<file path="config.mk">
export PLATFORM = sky130hd
export DESIGN_NAME = memory_stage
export DESIGN_NICKNAME = d
export VERILOG_FILES = /design/src/source/mips_pkg.sv /design/src/source/memory_stage.sv
export VERILOG_INCLUDE_DIRS = /design/src /design/src/source
export SDC_FILE = /design/constraint.sdc
export NUM_CORES = 2
export LEC_CHECK = 0
export ABC_AREA = 1
export ABC_CLOCK_PERIOD_IN_PS = 12400
export BUFFER_PORTS_ARGS = -buffer_cell sky130_fd_sc_hd__buf_2
export CAP_MARGIN = 15
export CORE_MARGIN = 2
export CORE_UTILIZATION = 60
export CTS_CLUSTER_DIAMETER = 200
export CTS_CLUSTER_SIZE = 20
export DETAILED_ROUTE_END_ITERATION = 10
export GPL_ROUTABILITY_DRIVEN = 0
export PLACE_DENSITY_LB_ADDON = 0.15
export SETUP_SLACK_MARGIN = 0.3
export SYNTH_ARGS = -nofsm -noshare
export SYNTH_HDL_FRONTEND = slang
export SYNTH_SLANG_ARGS = --single-unit
export TNS_END_PERCENT = 1
</file>
<file path="constraint.sdc">
create_clock -name clk -period 12.4 [get_ports clk]
set_input_delay 1.86 -clock clk [delete_from_list [all_inputs] [get_ports clk]]
set_output_delay 1.86 -clock clk [all_outputs]
set_load 0.1 [all_outputs]
</file>
<file path="src/source/mips_consts.svh">
`ifndef MIPS_CONSTS_SVH
`define MIPS_CONSTS_SVH

// register file and data memory sizes
`define MIPS_NUM_REGS   32
`define MIPS_DMEM_WORDS 64   // word index taken from address bits above [1:0]

// opcode field instr[31:26]
`define OP_RTYPE 6'd0
`define OP_BEQ   6'd4
`define OP_ADDI  6'd8
`define OP_LW    6'd35
`define OP_SW    6'd43

// r-type funct field instr[5:0]
`define FN_ADD 6'd0
`define FN_MUL 6'd1
`define FN_SUB 6'd2

`endif

</file>
<file path="src/source/mips_pkg.sv">
`default_nettype none

package mips_pkg;

    typedef logic [31:0] word_t;     // data or byte address
    typedef logic [31:0] instr_t;
    typedef logic [4:0]  reg_idx_t;

    typedef enum logic [1:0] {
        ALU_ADD,
        ALU_SUB,
        ALU_MUL
    } alu_op_t;

    typedef enum logic [2:0] {
        K_RTYPE,
        K_ADDI,
        K_LW,
        K_SW,
        K_BEQ,
        K_NOP     // anything not decoded
    } instr_kind_t;

    // decode -> execute
    typedef struct packed {
        instr_kind_t kind;
        alu_op_t     alu_op;
        reg_idx_t    dest;
        logic        write_en;
        word_t       op_a;       // rs, forwarded
        word_t       op_b;       // rt, forwarded
        word_t       imm;        // sign extended
        word_t       pc;
    } dec_pkt_t;

    // execute -> memory
    typedef struct packed {
        instr_kind_t kind;
        reg_idx_t    dest;
        logic        write_en;
        word_t       result;     // alu result, mem address or branch target
        word_t       store_data;
        logic        zero;
        word_t       pc;
    } exe_pkt_t;

    // one record per retired instruction
    typedef struct packed {
        instr_kind_t kind;
        reg_idx_t    dest;
        logic        write_en;
        word_t       value;
        logic        taken;
        word_t       pc;
    } result_t;

    // register write-back from memory stage
    typedef struct packed {
        logic     en;
        reg_idx_t idx;
        word_t    data;
    } wb_t;

    // execute stage bypass, is_load marks a result that is only an address
    typedef struct packed {
        reg_idx_t dest;
        logic     write_en;
        word_t    result;
        logic     is_load;
    } fwd_t;

endpackage

`default_nettype wire

</file>
<file path="src/source/memory_stage.sv">
`timescale 1ns/1ns
`default_nettype none

`include "mips_consts.svh"

module memory_stage (
    input  wire                     clk,
    input  wire                     rst_n,
    input  wire                     exe_valid,
    input  wire mips_pkg::exe_pkt_t exe_pkt,
    input  wire                     out_ready,
    output logic                    hold,
    output mips_pkg::wb_t           wb,
    output logic                    out_valid,
    output mips_pkg::result_t       out_result
);

    import mips_pkg::*;

    localparam int ADDR_W = $clog2(`MIPS_DMEM_WORDS);

    word_t             dmem [`MIPS_DMEM_WORDS];
    logic [ADDR_W-1:0] word_addr;
    word_t             load_data;
    word_t             ret_val;
    result_t           rec;

    // stalled output freezes the whole pipe
    assign hold = out_valid && !out_ready;

    assign word_addr = exe_pkt.result[ADDR_W+1:2];
    assign load_data = dmem[word_addr];
    assign ret_val   = (exe_pkt.kind == K_LW) ? load_data : exe_pkt.result;

    // write-back lands on the same edge that loads out_result
    always_comb
    begin
        wb.en   = exe_valid && exe_pkt.write_en && !hold;
        wb.idx  = exe_pkt.dest;
        wb.data = ret_val;
    end

    always_comb
    begin
        rec.kind     = exe_pkt.kind;
        rec.dest     = exe_pkt.dest;
        rec.write_en = exe_pkt.write_en;
        rec.value    = ret_val;        // sw reports its address here
        rec.taken    = exe_pkt.zero;
        rec.pc       = exe_pkt.pc;
    end

    always_ff @(posedge clk)
    begin
        if (!rst_n)
        begin
            for (int i = 0; i < `MIPS_DMEM_WORDS; i++)
                dmem[i] <= '0;
        end
        else if (!hold && exe_valid && exe_pkt.kind == K_SW)
        begin
            dmem[word_addr] <= exe_pkt.store_data;
        end
    end

    always_ff @(posedge clk)
    begin
        if (!rst_n)
            out_valid <= 1'b0;
        else if (!hold)
            out_valid <= exe_valid;
    end

    always_ff @(posedge clk)
    begin
        if (!hold)
            out_result <= rec;
    end

endmodule

`default_nettype wire

</file>
== After elaboration in Yosys (flattened, before gate mapping) ==
Memories as Yosys holds them, arrays and structs flattened.
Index checks and enable logic that the tools add are counted.
Operators by class
  add/sub/neg operators: 0
  multiply operators: 0
  divide/modulo/power cells: 0
  order comparisons: 0
  equality and inequality tests: 2
  shift-type cells: 0
  muxes and demuxes: 8
  bitwise logic cells: 0
  reductions and logical operators: 8
Operators with widths (number)
  two-way mux 32 bit: 2
  OR reduction 32 bit: 1
  equality test 3 x 2 -> 1 bit, second input constant: 2
  two-way mux 6 bit: 1
  logical AND 1 bit: 5
  two-way mux 1 bit: 5
  logical NOT 1 bit: 2
Word-level totals
  register bits: 75
  latch bits: 0
  memory bits (writable): 2048
  bits in read-only memories: 0
  logic and storage cells: 26
  memories: 1
Memories
  dmem: depth 64, bits a word 32, read ports 1, clocked after Yosys merged registers in 0, write ports 64, RTL line memory_stage.sv:22  | word_t dmem [`MIPS_DMEM_WORDS];

== Logic depth before layout (Yosys ltp) ==
  word-level depth: 10
  mapped depth: 17
  mapped depth without buffers: 13

== Worst setup path before layout ==
OpenSTA, ideal clock, no wires.
  path kind: in2reg
  start point: input out_ready
  end point: memory dmem[0][0] in the netlist's numbering (enable)
  setup time: 478 ps
  data arrival time: 6446 ps
  path slack: 5476 ps
  stages on the path: 7
  path buffers: 1
  cell sequence: nor2_1 -> inv_1 -> nand4_4 -> nor4_4 -> nand2_1 -> buf_2 -> nand2_1
RTL lines
  start: declaration: RTL line memory_stage.sv:11  | input wire out_ready,
  end: declaration: RTL line memory_stage.sv:22

==> results.md <==
* Die height at 409.0 um
* Synth Area in Adders at 0%
* CP required at between 10 and 15 ns
* Final cycle utilization of the critical path at 63.09%
* CP top delay family: buffers and inverters
* Flop pwr share at about three fifths
* Synthesized area per cell at roughly 8.9 um^2
* Setup TNS at 0 ns
* Switching part of the total at 26.18%
* Clk network pwr share at between 20% and 30%
* Critical path origin: exe_pkt[67]
* # IOs at 224
* Die ar. at 167300 um^2
* Crit Path Max Fanout at 91
* Number of flops mapped to enable cells by yosys at around 2100
* RSZ-0062 raised after global routing: no
* Final Non-Filler Cells at 13023
* Port bufs at 223
* Area contributors post-synth: edfxtp_1 (65%), nand2_1 (22%), nor2_1 (8.2%)
* Final ANT Viol Nets at 0
* Clock Latency Late Sink at 0.80 ns
* Post-Route WL at 302300 um
* XOR/XNOR share of the synthesized area at 0%
* Hold_ws at 0.6589 ns
* Post-CTS Setup Repair Bufs at 0
* CP most frequent cell: nand2_1
* Tot GR Track Use at a little over a third
* Fraction of registers with async set/reset at 0%
* Largest net degree at the start of global routing at 187
* Root Driver: clkbuf_16
* Max VDD drop at 0.1607 mV
* CTS tree: yes
* Pint at a little over 10 mW
* Number of synthesized register bits at 2123
* Synth Area in Compound Gates at 0.2975%
* Core area at 162800 um^2
* Status: completed
* Maxcap violations at 0
* Initial drt markers at 11187
* Mux cell area share after synthesis at 0%
* Critical Path AT at 5.96 ns
* Placed Cells at 12880
* Mapped cell area at about 100000 um^2
* PwrDens at 132.7 nW/um^2
* Fill cells at 13335
* Worst setup EP type: primary output
* Worst slew pin tran at 1.211 ns
* Worst path bufs/invs at 5
* H-Tree Depth at 3
* Top-count cell post-synth: nand2_1
* Switching power at approximately 3.6 mW
* Simple-gate share of the synthesized area at 30.82%
* Final setup vio count at 0
* CP Launch Type: input port
* Leakage at 46.64 nW
* Cell taking the most area after synthesis: edfxtp_1
* Synth cell count leaders: nand2_1 (5750), nor2_1 (2138), edfxtp_1 (2122)
* Yosys Warn Count at 0
* CP peak stage delay at 0.91 ns
* Post-synthesis cell type count at 26
* Comb pwr share at 11.0%
* Via/cell ratio at just under 6
* Vias in the first global route at 71846
* Hold path startpoint: out_valid$_SDFFE_PN0N_
* Clk_skew at between 0.05 and 0.06 ns
* Die Wd at 409.0 um
* Post-synth net total at 11222
* Cell count after synthesis at 11112
* Clk sink count at between 2000 and 2500
* First-pass GRT wire length at 451500 um
* Share of cells above drive strength 1 at between 5 and 6%
* TritonRoute pass-1 iters at 6
* Slew HR at 19.28%
* Final Hold Fails at 0
* Initial Util at roughly three fifths
* Cts bufs inserted at 116
* Tmin final at 7.824 ns
* Critical Setup Path Class: in -> out
* Slowest-stage cell, CP: buf_4
* Vias at about 76000
* Critical path cell sequence: buf_8, buf_4, buf_4, nand2_1, nand2_1, nand2_1, nand2_1, nand2_1, nand2_1, nand2_1, nand2_1, nor2_1, nand3_1, nand2_1, inv_1, buf_2
* Initial antenna violation count at 7
* Largest family of logic cells by synthesized area: simple AND/OR/NAND/NOR gates
* R2R Path Start: out_valid$_SDFFE_PN0N_
* Final Total Pwr at 13.73 mW
* Hold-fix buffers, CTS at 0
* Post-DP HPWL at 170900 um
* Main synth FF type: edfxtp_1
* Fin nets at 10933
* Avg WL per Cell at 23.21 um
* Synth-to-Final Area Change at 5.198%
* Reg clk slew, reported paths at approximately 0.08 ns
* Overflow left after global routing at 0
* Num rows at 148
* Worst Hold Class: reg -> reg
* Yosys top cell area share at 64.75%
* Fmax at 127.8 MHz
* Post-synthesis sequential area ratio at roughly two thirds
* Max Root-Sink Buffers at 3
* Resize count post-CTS at 0
* Residual DRC count at 0
* Slew Viols, Final at 0
-- power groups by stage --
| stage | registers, mW | clock network, mW | logic (mW) |
|---|---|---|---|
| 2_1_floorplan | 8.51 | 0 | 0.826 |
| 3_3_place_gp | 8.37 | 0 | 1.46 |
| 3_5_place_dp | 8.38 | 0 | 1.47 |
| 4_1_cts | 8.22 | 4.00 | 1.48 |
| 5_1_grt | 8.25 | 4.22 | 1.60 |
| 6_report | 8.22 | 4.01 | 1.51 |
-- worst register-to-register path: cells and delay by family, from the launching register on --
kind	cells	cell delay [ns]
simple gates	5	3.23
flops	1	0.32
buf+inv	3	0.83
-- layer usage --
layer | track usage [%] | wire length, um | share of wire, %
met5 | 0 | 54 | 0.018
met4 | 15.16 | 14490 | 4.8
met2 | 54.75 | 134200 | 44
met1 | 49.76 | 109900 | 36
met3 | 8.382 | 43630 | 14
-- path summary, 6_finish.rpt --
check | end | slack, ns | cells past startpoint
min reg2reg | out_valid$_SDFFE_PN0N_ | 0.66 | 3
max | wb[11] | 4.58 | 16
min | out_valid$_SDFFE_PN0N_ | 0.66 | 3
max reg2reg | dmem[15][1]$_SDFFCE_PN0P_ | 7.66 | 8
-- stage by stage --
| stage | instance area, um^2 | setup WS (ns) | util, % |
|---|---|---|---|
| floorplan | 98410 | 5.476 | - |
| global placement | 100400 | 4.695 | 61.69 |
| detailed placement | 100400 | 4.693 | 61.69 |
| CTS | 103500 | 4.682 | 63.59 |
| global route | 103500 | 4.415 | 63.59 |
| finish | 103500 | 4.576 | 63.60 |
-- layout make-up --
cell class,count,area (um^2),area share [%]
Antenna cell,6,15.01,0.01450
Clock buffer,132,3027,2.924
Clock inverter,5,70.07,0.06768
Inverter,111,479.2,0.4629
Multi-Input combinational cell,8046,30680,29.64
Sequential cell,2123,63740,61.57
Tap cell,2175,2721,2.629
Timing Repair Buffer,425,2790,2.695
-- layout by cell type, fill, tap and decap left out, types with 10 or more instances in the layout --
cell       count
nand2_1     5750
or2_2         30
clkinv_2      30
clkbuf_16    119
buf_4        193
buf_12        10
buf_2        219
edfxtp_1    2122
clkbuf_1      13
o21ai_0       21
nor2_1      2134
a21oi_1       21
nand3_1       40
inv_1         74
nand2_2       16
-- registers in the layout, summed over array words and instances, names as in the netlist --
signal / count
out_result: 74
out_valid: 1
dmem: 2048
-- cells by family after synthesis --
group / count (synthesis)
and+or+nand+nor: 7993
DFF: 2123
buffers and inverters: 943
AOI/OAI and AO/OA: 53
Power figures use the tool's default switching activity.
