File: src/source/mips_consts.svh
`ifndef MIPS_CONSTS_SVH
`define MIPS_CONSTS_SVH

// register file and data memory sizes
`define MIPS_NUM_REGS   32
`define MIPS_DMEM_WORDS 64   // word index taken from address bits above [1:0]

// opcode field instr[31:26]
`define OP_RTYPE 6'd0
`define OP_BEQ   6'd4
`define OP_ADDI  6'd8
`define OP_LW    6'd35
`define OP_SW    6'd43

// r-type funct field instr[5:0]
`define FN_ADD 6'd0
`define FN_MUL 6'd1
`define FN_SUB 6'd2

`endif

File: src/source/mips_pkg.sv
`default_nettype none

package mips_pkg;

    typedef logic [31:0] word_t;     // data or byte address
    typedef logic [31:0] instr_t;
    typedef logic [4:0]  reg_idx_t;

    typedef enum logic [1:0] {
        ALU_ADD,
        ALU_SUB,
        ALU_MUL
    } alu_op_t;

    typedef enum logic [2:0] {
        K_RTYPE,
        K_ADDI,
        K_LW,
        K_SW,
        K_BEQ,
        K_NOP     // anything not decoded
    } instr_kind_t;

    // decode -> execute
    typedef struct packed {
        instr_kind_t kind;
        alu_op_t     alu_op;
        reg_idx_t    dest;
        logic        write_en;
        word_t       op_a;       // rs, forwarded
        word_t       op_b;       // rt, forwarded
        word_t       imm;        // sign extended
        word_t       pc;
    } dec_pkt_t;

    // execute -> memory
    typedef struct packed {
        instr_kind_t kind;
        reg_idx_t    dest;
        logic        write_en;
        word_t       result;     // alu result, mem address or branch target
        word_t       store_data;
        logic        zero;
        word_t       pc;
    } exe_pkt_t;

    // one record per retired instruction
    typedef struct packed {
        instr_kind_t kind;
        reg_idx_t    dest;
        logic        write_en;
        word_t       value;
        logic        taken;
        word_t       pc;
    } result_t;

    // register write-back from memory stage
    typedef struct packed {
        logic     en;
        reg_idx_t idx;
        word_t    data;
    } wb_t;

    // execute stage bypass, is_load marks a result that is only an address
    typedef struct packed {
        reg_idx_t dest;
        logic     write_en;
        word_t    result;
        logic     is_load;
    } fwd_t;

endpackage

`default_nettype wire

File: src/source/execute_stage.sv
`timescale 1ns/1ns
`default_nettype none

module execute_stage (
    input  wire                     clk,
    input  wire                     rst_n,
    input  wire                     hold,
    input  wire                     dec_valid,
    input  wire mips_pkg::dec_pkt_t dec_pkt,
    output logic                    exe_valid,
    output mips_pkg::exe_pkt_t      exe_pkt,
    output mips_pkg::fwd_t          fwd_exe
);

    import mips_pkg::*;

    alu_op_t     alu_ctl;
    word_t       src_b;
    logic [63:0] mul_full;
    word_t       alu_out;
    word_t       br_target;
    word_t       result;
    logic        zero;

    // only r-type picks its op from funct, the rest compute an add
    assign alu_ctl = (dec_pkt.kind == K_RTYPE) ? dec_pkt.alu_op : ALU_ADD;

    // second operand select
    always_comb
    begin
        case (dec_pkt.kind)
            K_ADDI, K_LW, K_SW: src_b = dec_pkt.imm;
            default:            src_b = dec_pkt.op_b;
        endcase
    end

    assign mul_full = dec_pkt.op_a * src_b;

    always_comb
    begin
        case (alu_ctl)
            ALU_SUB: alu_out = dec_pkt.op_a - src_b;
            ALU_MUL: alu_out = mul_full[31:0];   // low half only
            default: alu_out = dec_pkt.op_a + src_b;
        endcase
    end

    // beq target is pc + 4 + imm*4
    assign br_target = dec_pkt.pc + 32'd4 + {dec_pkt.imm[29:0], 2'b00};
    assign zero      = (dec_pkt.kind == K_BEQ) && (dec_pkt.op_a == dec_pkt.op_b);

    always_comb
    begin
        case (dec_pkt.kind)
            K_BEQ:   result = br_target;
            K_NOP:   result = '0;
            default: result = alu_out;
        endcase
    end

    // bypass to decode straight from this cycle's alu
    always_comb
    begin
        fwd_exe.dest     = dec_pkt.dest;
        fwd_exe.write_en = dec_valid && dec_pkt.write_en;
        fwd_exe.result   = result;
        fwd_exe.is_load  = (dec_pkt.kind == K_LW);
    end

    always_ff @(posedge clk)
    begin
        if (!rst_n)
            exe_valid <= 1'b0;
        else if (!hold)
            exe_valid <= dec_valid;
    end

    always_ff @(posedge clk)
    begin
        if (!hold)
        begin
            exe_pkt.kind       <= dec_pkt.kind;
            exe_pkt.dest       <= dec_pkt.dest;
            exe_pkt.write_en   <= dec_pkt.write_en;
            exe_pkt.result     <= result;
            exe_pkt.store_data <= dec_pkt.op_b;   // rt value for sw
            exe_pkt.zero       <= zero;
            exe_pkt.pc         <= dec_pkt.pc;
        end
    end

endmodule

`default_nettype wire

File: config.mk
export PLATFORM = sky130hd
export DESIGN_NAME = execute_stage
export DESIGN_NICKNAME = d
export VERILOG_FILES = /design/src/source/mips_consts.svh /design/src/source/mips_pkg.sv /design/src/source/execute_stage.sv
export SDC_FILE = /design/constraint.sdc
export NUM_CORES = 2
export LEC_CHECK = 0
export BUFFER_PORTS_ARGS = -buffer_cell sky130_fd_sc_hd__buf_2
export CAP_MARGIN = 10
export CELL_PAD_IN_SITES_DETAIL_PLACEMENT = 0
export CELL_PAD_IN_SITES_GLOBAL_PLACEMENT = 2
export CORE_MARGIN = 2
export CORE_UTILIZATION = 29
export DETAILED_ROUTE_END_ITERATION = 6
export MAX_ROUTING_LAYER = met4
export PLACE_DENSITY_LB_ADDON = 0.1
export SLEW_MARGIN = 10
export SYNTH_ARGS = -nofsm -noshare
export SYNTH_HDL_FRONTEND = slang
export SYNTH_SLANG_ARGS = --single-unit
File: constraint.sdc
create_clock -name clk -period 33 [get_ports clk]
set_clock_uncertainty 0.15 [all_clocks]
set_input_delay 6.6 -clock clk [delete_from_list [all_inputs] [get_ports clk]]
set_output_delay 6.6 -clock clk [all_outputs]
set_load 0.05 [all_outputs]
## Word-level counts from Yosys, hierarchy flattened

Index checks and enable logic that the tools add are counted.

| cells by class | value |
|---|---|
| add/sub/neg operators | 4 |
| multiply operators | 1 |
| div/mod/pow operators | 0 |
| $lt $le $gt $ge | 0 |
| equality and inequality tests | 8 |
| shift operators | 0 |
| mux-type cells | 4 |
| bitwise operators | 0 |
| reduce and logical (&&, ||, !) cells | 4 |

Operators by type and width:

| cell | count |
|---|---|
| case mux 32 bit (2 select lines) | 2 |
| adder 32 bit | 2 |
| adder 32 x 3 -> 32 bit (second input constant) | 1 |
| equality test 32 bit | 1 |
| multiplier 32 x 32 -> 32 bit | 1 |
| two-way mux 32 bit | 1 |
| subtractor 32 bit | 1 |
| equality test 3 x 2 -> 1 bit (second input constant) | 2 |
| equality test 3 bit (second input constant) | 2 |
| equality test 3 x 1 -> 1 bit (second input constant) | 1 |
| logical NOT 3 bit | 1 |
| OR reduction 3 bit | 1 |
| equality test 2 x 1 -> 1 bit (second input constant) | 1 |
| equality test 2 bit (second input constant) | 1 |
| logical AND 1 bit | 2 |
| two-way mux 2 bit | 1 |

| storage, ports and cells | value |
|---|---|
| register bits | 107 |
| latch bits | 0 |
| bits in writable memories | 0 |
| memory bits (read-only) | 0 |
| output and inout port bits | 146 |
| memories kept | 0 |

## Depth between registers and ports, before layout

| depth | value |
|---|---|
| word-level depth | 6 |
| depth in mapped cells | 32 |
| mapped depth without buffers | 28 |

## Least setup slack after synthesis

OpenSTA, ideal clock, no wires.

| timing | value |
|---|---|
| kind | input to output |
| from | input dec_pkt[137] (netlist bit) |
| to | output fwd_exe[31] (netlist bit) |
| arrival time | 14.771 ns |
| data required time | 26.250 ns |
| path slack | 11.479 ns |
| cell stages on the path | 31 |
| path buffers | 4 |
| path through | o21bai_1 > buf_4 > buf_2 > buf_1 > nand2_1 > and2_1 > buf_1 > nor2b_1 > fa_1 > inv_1 > fa_1 > fa_1 > fa_1 > inv_1 > fa_1 > inv_1 > fa_1 > inv_1 > fa_1 > fa_1 > ha_1 > a21o_1 > a21o_1 > a21oi_1 > o21ai_0 > a21o_1 > a221oi_1 > o21ai_0 > a2111o_1 > nand3_1 > a221o_1 |

RTL lines:

| what | RTL line | RTL |
|---|---|---|
| from (decl) | execute_stage.sv:9 | `input wire mips_pkg::dec_pkt_t dec_pkt,` |
| to (decl) | execute_stage.sv:12 | `output mips_pkg::fwd_t fwd_exe` |

==> metrics.txt <==
remaining global-route overflow=0; Worst setup EP type=output pin; RSZ-0062 raised after global routing=false; number of detailed-routing iterations run before antenna repair=6; H-tree levels=3; Detail Route Antenna Nets=0; count of fill cells added during filler insertion=slightly below 9,000; commonest cells in the netlist=sky130_fd_sc_hd__fa_1, sky130_fd_sc_hd__inv_1, sky130_fd_sc_hd__nand2_1; Least-Margin Pin Slew=between 1 and 1.5 ns; CTS Buf Count=9; Layout Utilization=between 30% and 40%; number of top-level pins=a little under 300; data arrival at the endpoint of the critical path=about 16 ns; Buffers on Ports=~290; startpoint type of the worst setup path=input pin; number of antenna violations at the first check in global routing=8; Seq/Total Area, Yosys=a little over an eighth; Data required, critical path=approximately 26 ns; Max Clock Freq=roughly 0.045 GHz; largest net degree at the start of global routing=71; x dimension of the die=just under 300 um; number of distinct library cell variants in the gate-level netlist after synthesis=between 70 and 80; Routability Congestion=around 0.84; wire length of the first global-routing pass=~140 mm; initial core utilization=a little under 30%; area of the die=slightly below 90,000 um^2; gr usage total=a little under a quarter; outcome=complete, no violations; area of the mapped netlist=around 24,000 um^2; kind of critical path=in2out; number of gates resized after CTS=0; Row Count=roughly 110; number of buffers on the longest clock path=2; crit path max fanout=29; Synth Register Bits=between 100 and 150; layout-stage area growth over the synthesis result=11.7%; detailed-placement wirelength estimate=just under 80 mm; CTS tree=yes; Mean Syn Cell Area=approximately 9.4 um^2; total setup violations reported at the end of the flow=0; post-layout min period=approximately 22 ns; Yosys warning count=0; cell types occupying the most area after synthesis=sky130_fd_sc_hd__fa_1, sky130_fd_sc_hd__edfxtp_1, sky130_fd_sc_hd__ha_1; DRC Markers=0; average vias per placed instance=4.93; number of instances in the synthesized netlist=around 2,600; Hold-fix buffers, CTS=0; share of async-settable or async-resettable flops after synthesis=0%; Root Buffer Master=sky130_fd_sc_hd__clkbuf_16; drt initial violations=about 1,300; count of flip-flops with a built-in enable after synthesis=roughly 110; cell type with the highest aggregate area in the netlist=sky130_fd_sc_hd__fa_1; buffers inserted during post-CTS setup optimization=0; Worst Setup Slack post-DPL=~10 ns; Synth top area share=33.5%; post-synthesis net count=3,366; worst-case headroom to the max-slew limit=between 20% and 30%; Hold Path Class=reg2reg; vias post-DR=a little under 20,000; primary flip-flop cell chosen by synthesis mapping=sky130_fd_sc_hd__edfxtp_1; Placeable Area=between 80,000 and 90,000 um^2; Total Negative Setup Slacks=0 ns; number of global-route vias before repair=between 20,000 and 25,000; height of the chip=~300 um; cell at the slowest stage of the critical path=sky130_fd_sc_hd__a221oi_1; Crit path top cell by count=sky130_fd_sc_hd__fa_1; MaxCap Viol Count=0; Final WS setup=approximately 11 ns; share of the cycle needed by the critical path after routing=67.9%; clock slew seen by the registers of the worst setup and hold paths=about 0.09 ns; final count of hold timing violations=0; total routed wirelength=slightly below 100 mm; number of nets in the layout=around 3,600; fraction of layout instances using a drive strength above 1=about an eighth; mean routed wirelength per cell=approximately 25 um; later-pin clock latency in the skew report=0.38 ns; final max-slew violation count=0; clock sink count=between 100 and 150; maximum single-stage delay on the critical path=between 0.6 and 0.7 ns; leading cell type by number of instances after synthesis=sky130_fd_sc_hd__fa_1
## worst paths after layout
| kind | startpoint | end | slack, ns | depth (start not counted) |
|---|---|---|---|---|
| worst max register to register | exe_valid | exe_valid | 32.26 | 2 |
| worst min register to register | exe_valid | exe_valid | 0.38 | 2 |
| worst max-delay path | dec_pkt[138] | fwd_exe[31] | 10.60 | 28 |
| worst min-delay path | exe_valid | exe_valid | 0.38 | 2 |
## sequential cells by signal (all words and copies together) (netlist names)
name / cells
exe_valid: 1
exe_pkt: 106
## critical path: cells and delay by family
family,cells,cell delay [ns]
adder cells (fa/ha/maj),9,4.23
buffers and inverters,6,0.63
multiplexers,1,0.62
AND/OR/NAND/NOR,2,0.34
AO/OA/AOI/OAI,10,3.17
## cells by family after synthesis
kind of cell / Yosys count / synth area share, %
and+or+nand+nor: 801 / 16.7
xor gates and xnor gates: 184 / 6.98
AOI/OAI and AO/OA: 311 / 8.26
adders and majority gates: 623 / 44.4
buffers and inverters: 520 / 8.20
DFF: 107 / 13.1
muxes: 54 / 2.34
## through the flow
stage               instance area (um^2)  std cells  hold WS [ns]
floorplan                          24500       2600         0.602
CTS                                27300       3894         0.379
global route                       27300       3895         0.458
global placement                   27000       3878         0.348
finish                             27300       3898         0.380
detailed placement                 27000       3878         0.358
## cells in the final DEF, fill, tap and decap left out, types with 8 or more instances in the layout
cell,n
sky130_fd_sc_hd__clkbuf_16,9
sky130_fd_sc_hd__buf_2,288
sky130_fd_sc_hd__o21bai_1,13
sky130_fd_sc_hd__nand3_1,20
sky130_fd_sc_hd__nand4_1,15
sky130_fd_sc_hd__a21oi_1,79
sky130_fd_sc_hd__a21o_1,42
sky130_fd_sc_hd__a31oi_1,10
sky130_fd_sc_hd__a211oi_1,10
sky130_fd_sc_hd__inv_1,395
sky130_fd_sc_hd__o211ai_1,8
sky130_fd_sc_hd__nor3_1,28
sky130_fd_sc_hd__nor3b_1,8
sky130_fd_sc_hd__ha_1,213
sky130_fd_sc_hd__nand2b_1,16
sky130_fd_sc_hd__nand2_1,289
sky130_fd_sc_hd__o22ai_1,16
sky130_fd_sc_hd__nor2_1,77
sky130_fd_sc_hd__o21ai_0,63
sky130_fd_sc_hd__nor2b_1,64
sky130_fd_sc_hd__mux2_2,21
sky130_fd_sc_hd__buf_4,34
sky130_fd_sc_hd__xor2_1,45
sky130_fd_sc_hd__and2_1,248
sky130_fd_sc_hd__xnor2_1,132
sky130_fd_sc_hd__fa_1,410
sky130_fd_sc_hd__or3_1,10
sky130_fd_sc_hd__a22oi_1,9
sky130_fd_sc_hd__edfxtp_1,106
sky130_fd_sc_hd__o21a_1,13
sky130_fd_sc_hd__mux2i_1,32
## per-layer routing
layer | share of wire (%) | GRT usage [%]
met1 | 43 | 29.9
met2 | 51 | 41.0
met3 | 3.5 | 1.53
met4 | 1.7 | 3.97
met5 | 0 | -
## area by class of cell
class	instances	area, um^2	share of cell area, %
repair buffers	322	1700	6.21
well taps	1080	1350	4.94
inverters	396	1490	5.45
clock inverters	6	68.8	0.252
flip-flops and latches	107	3200	11.7
multi-input cells	1973	19300	70.5
diodes	4	10.0	0.0366
clock buffers	10	239	0.874
Power is not shown: default switching activity piles up to over one toggle a cycle in this logic, so the estimate is an artifact.
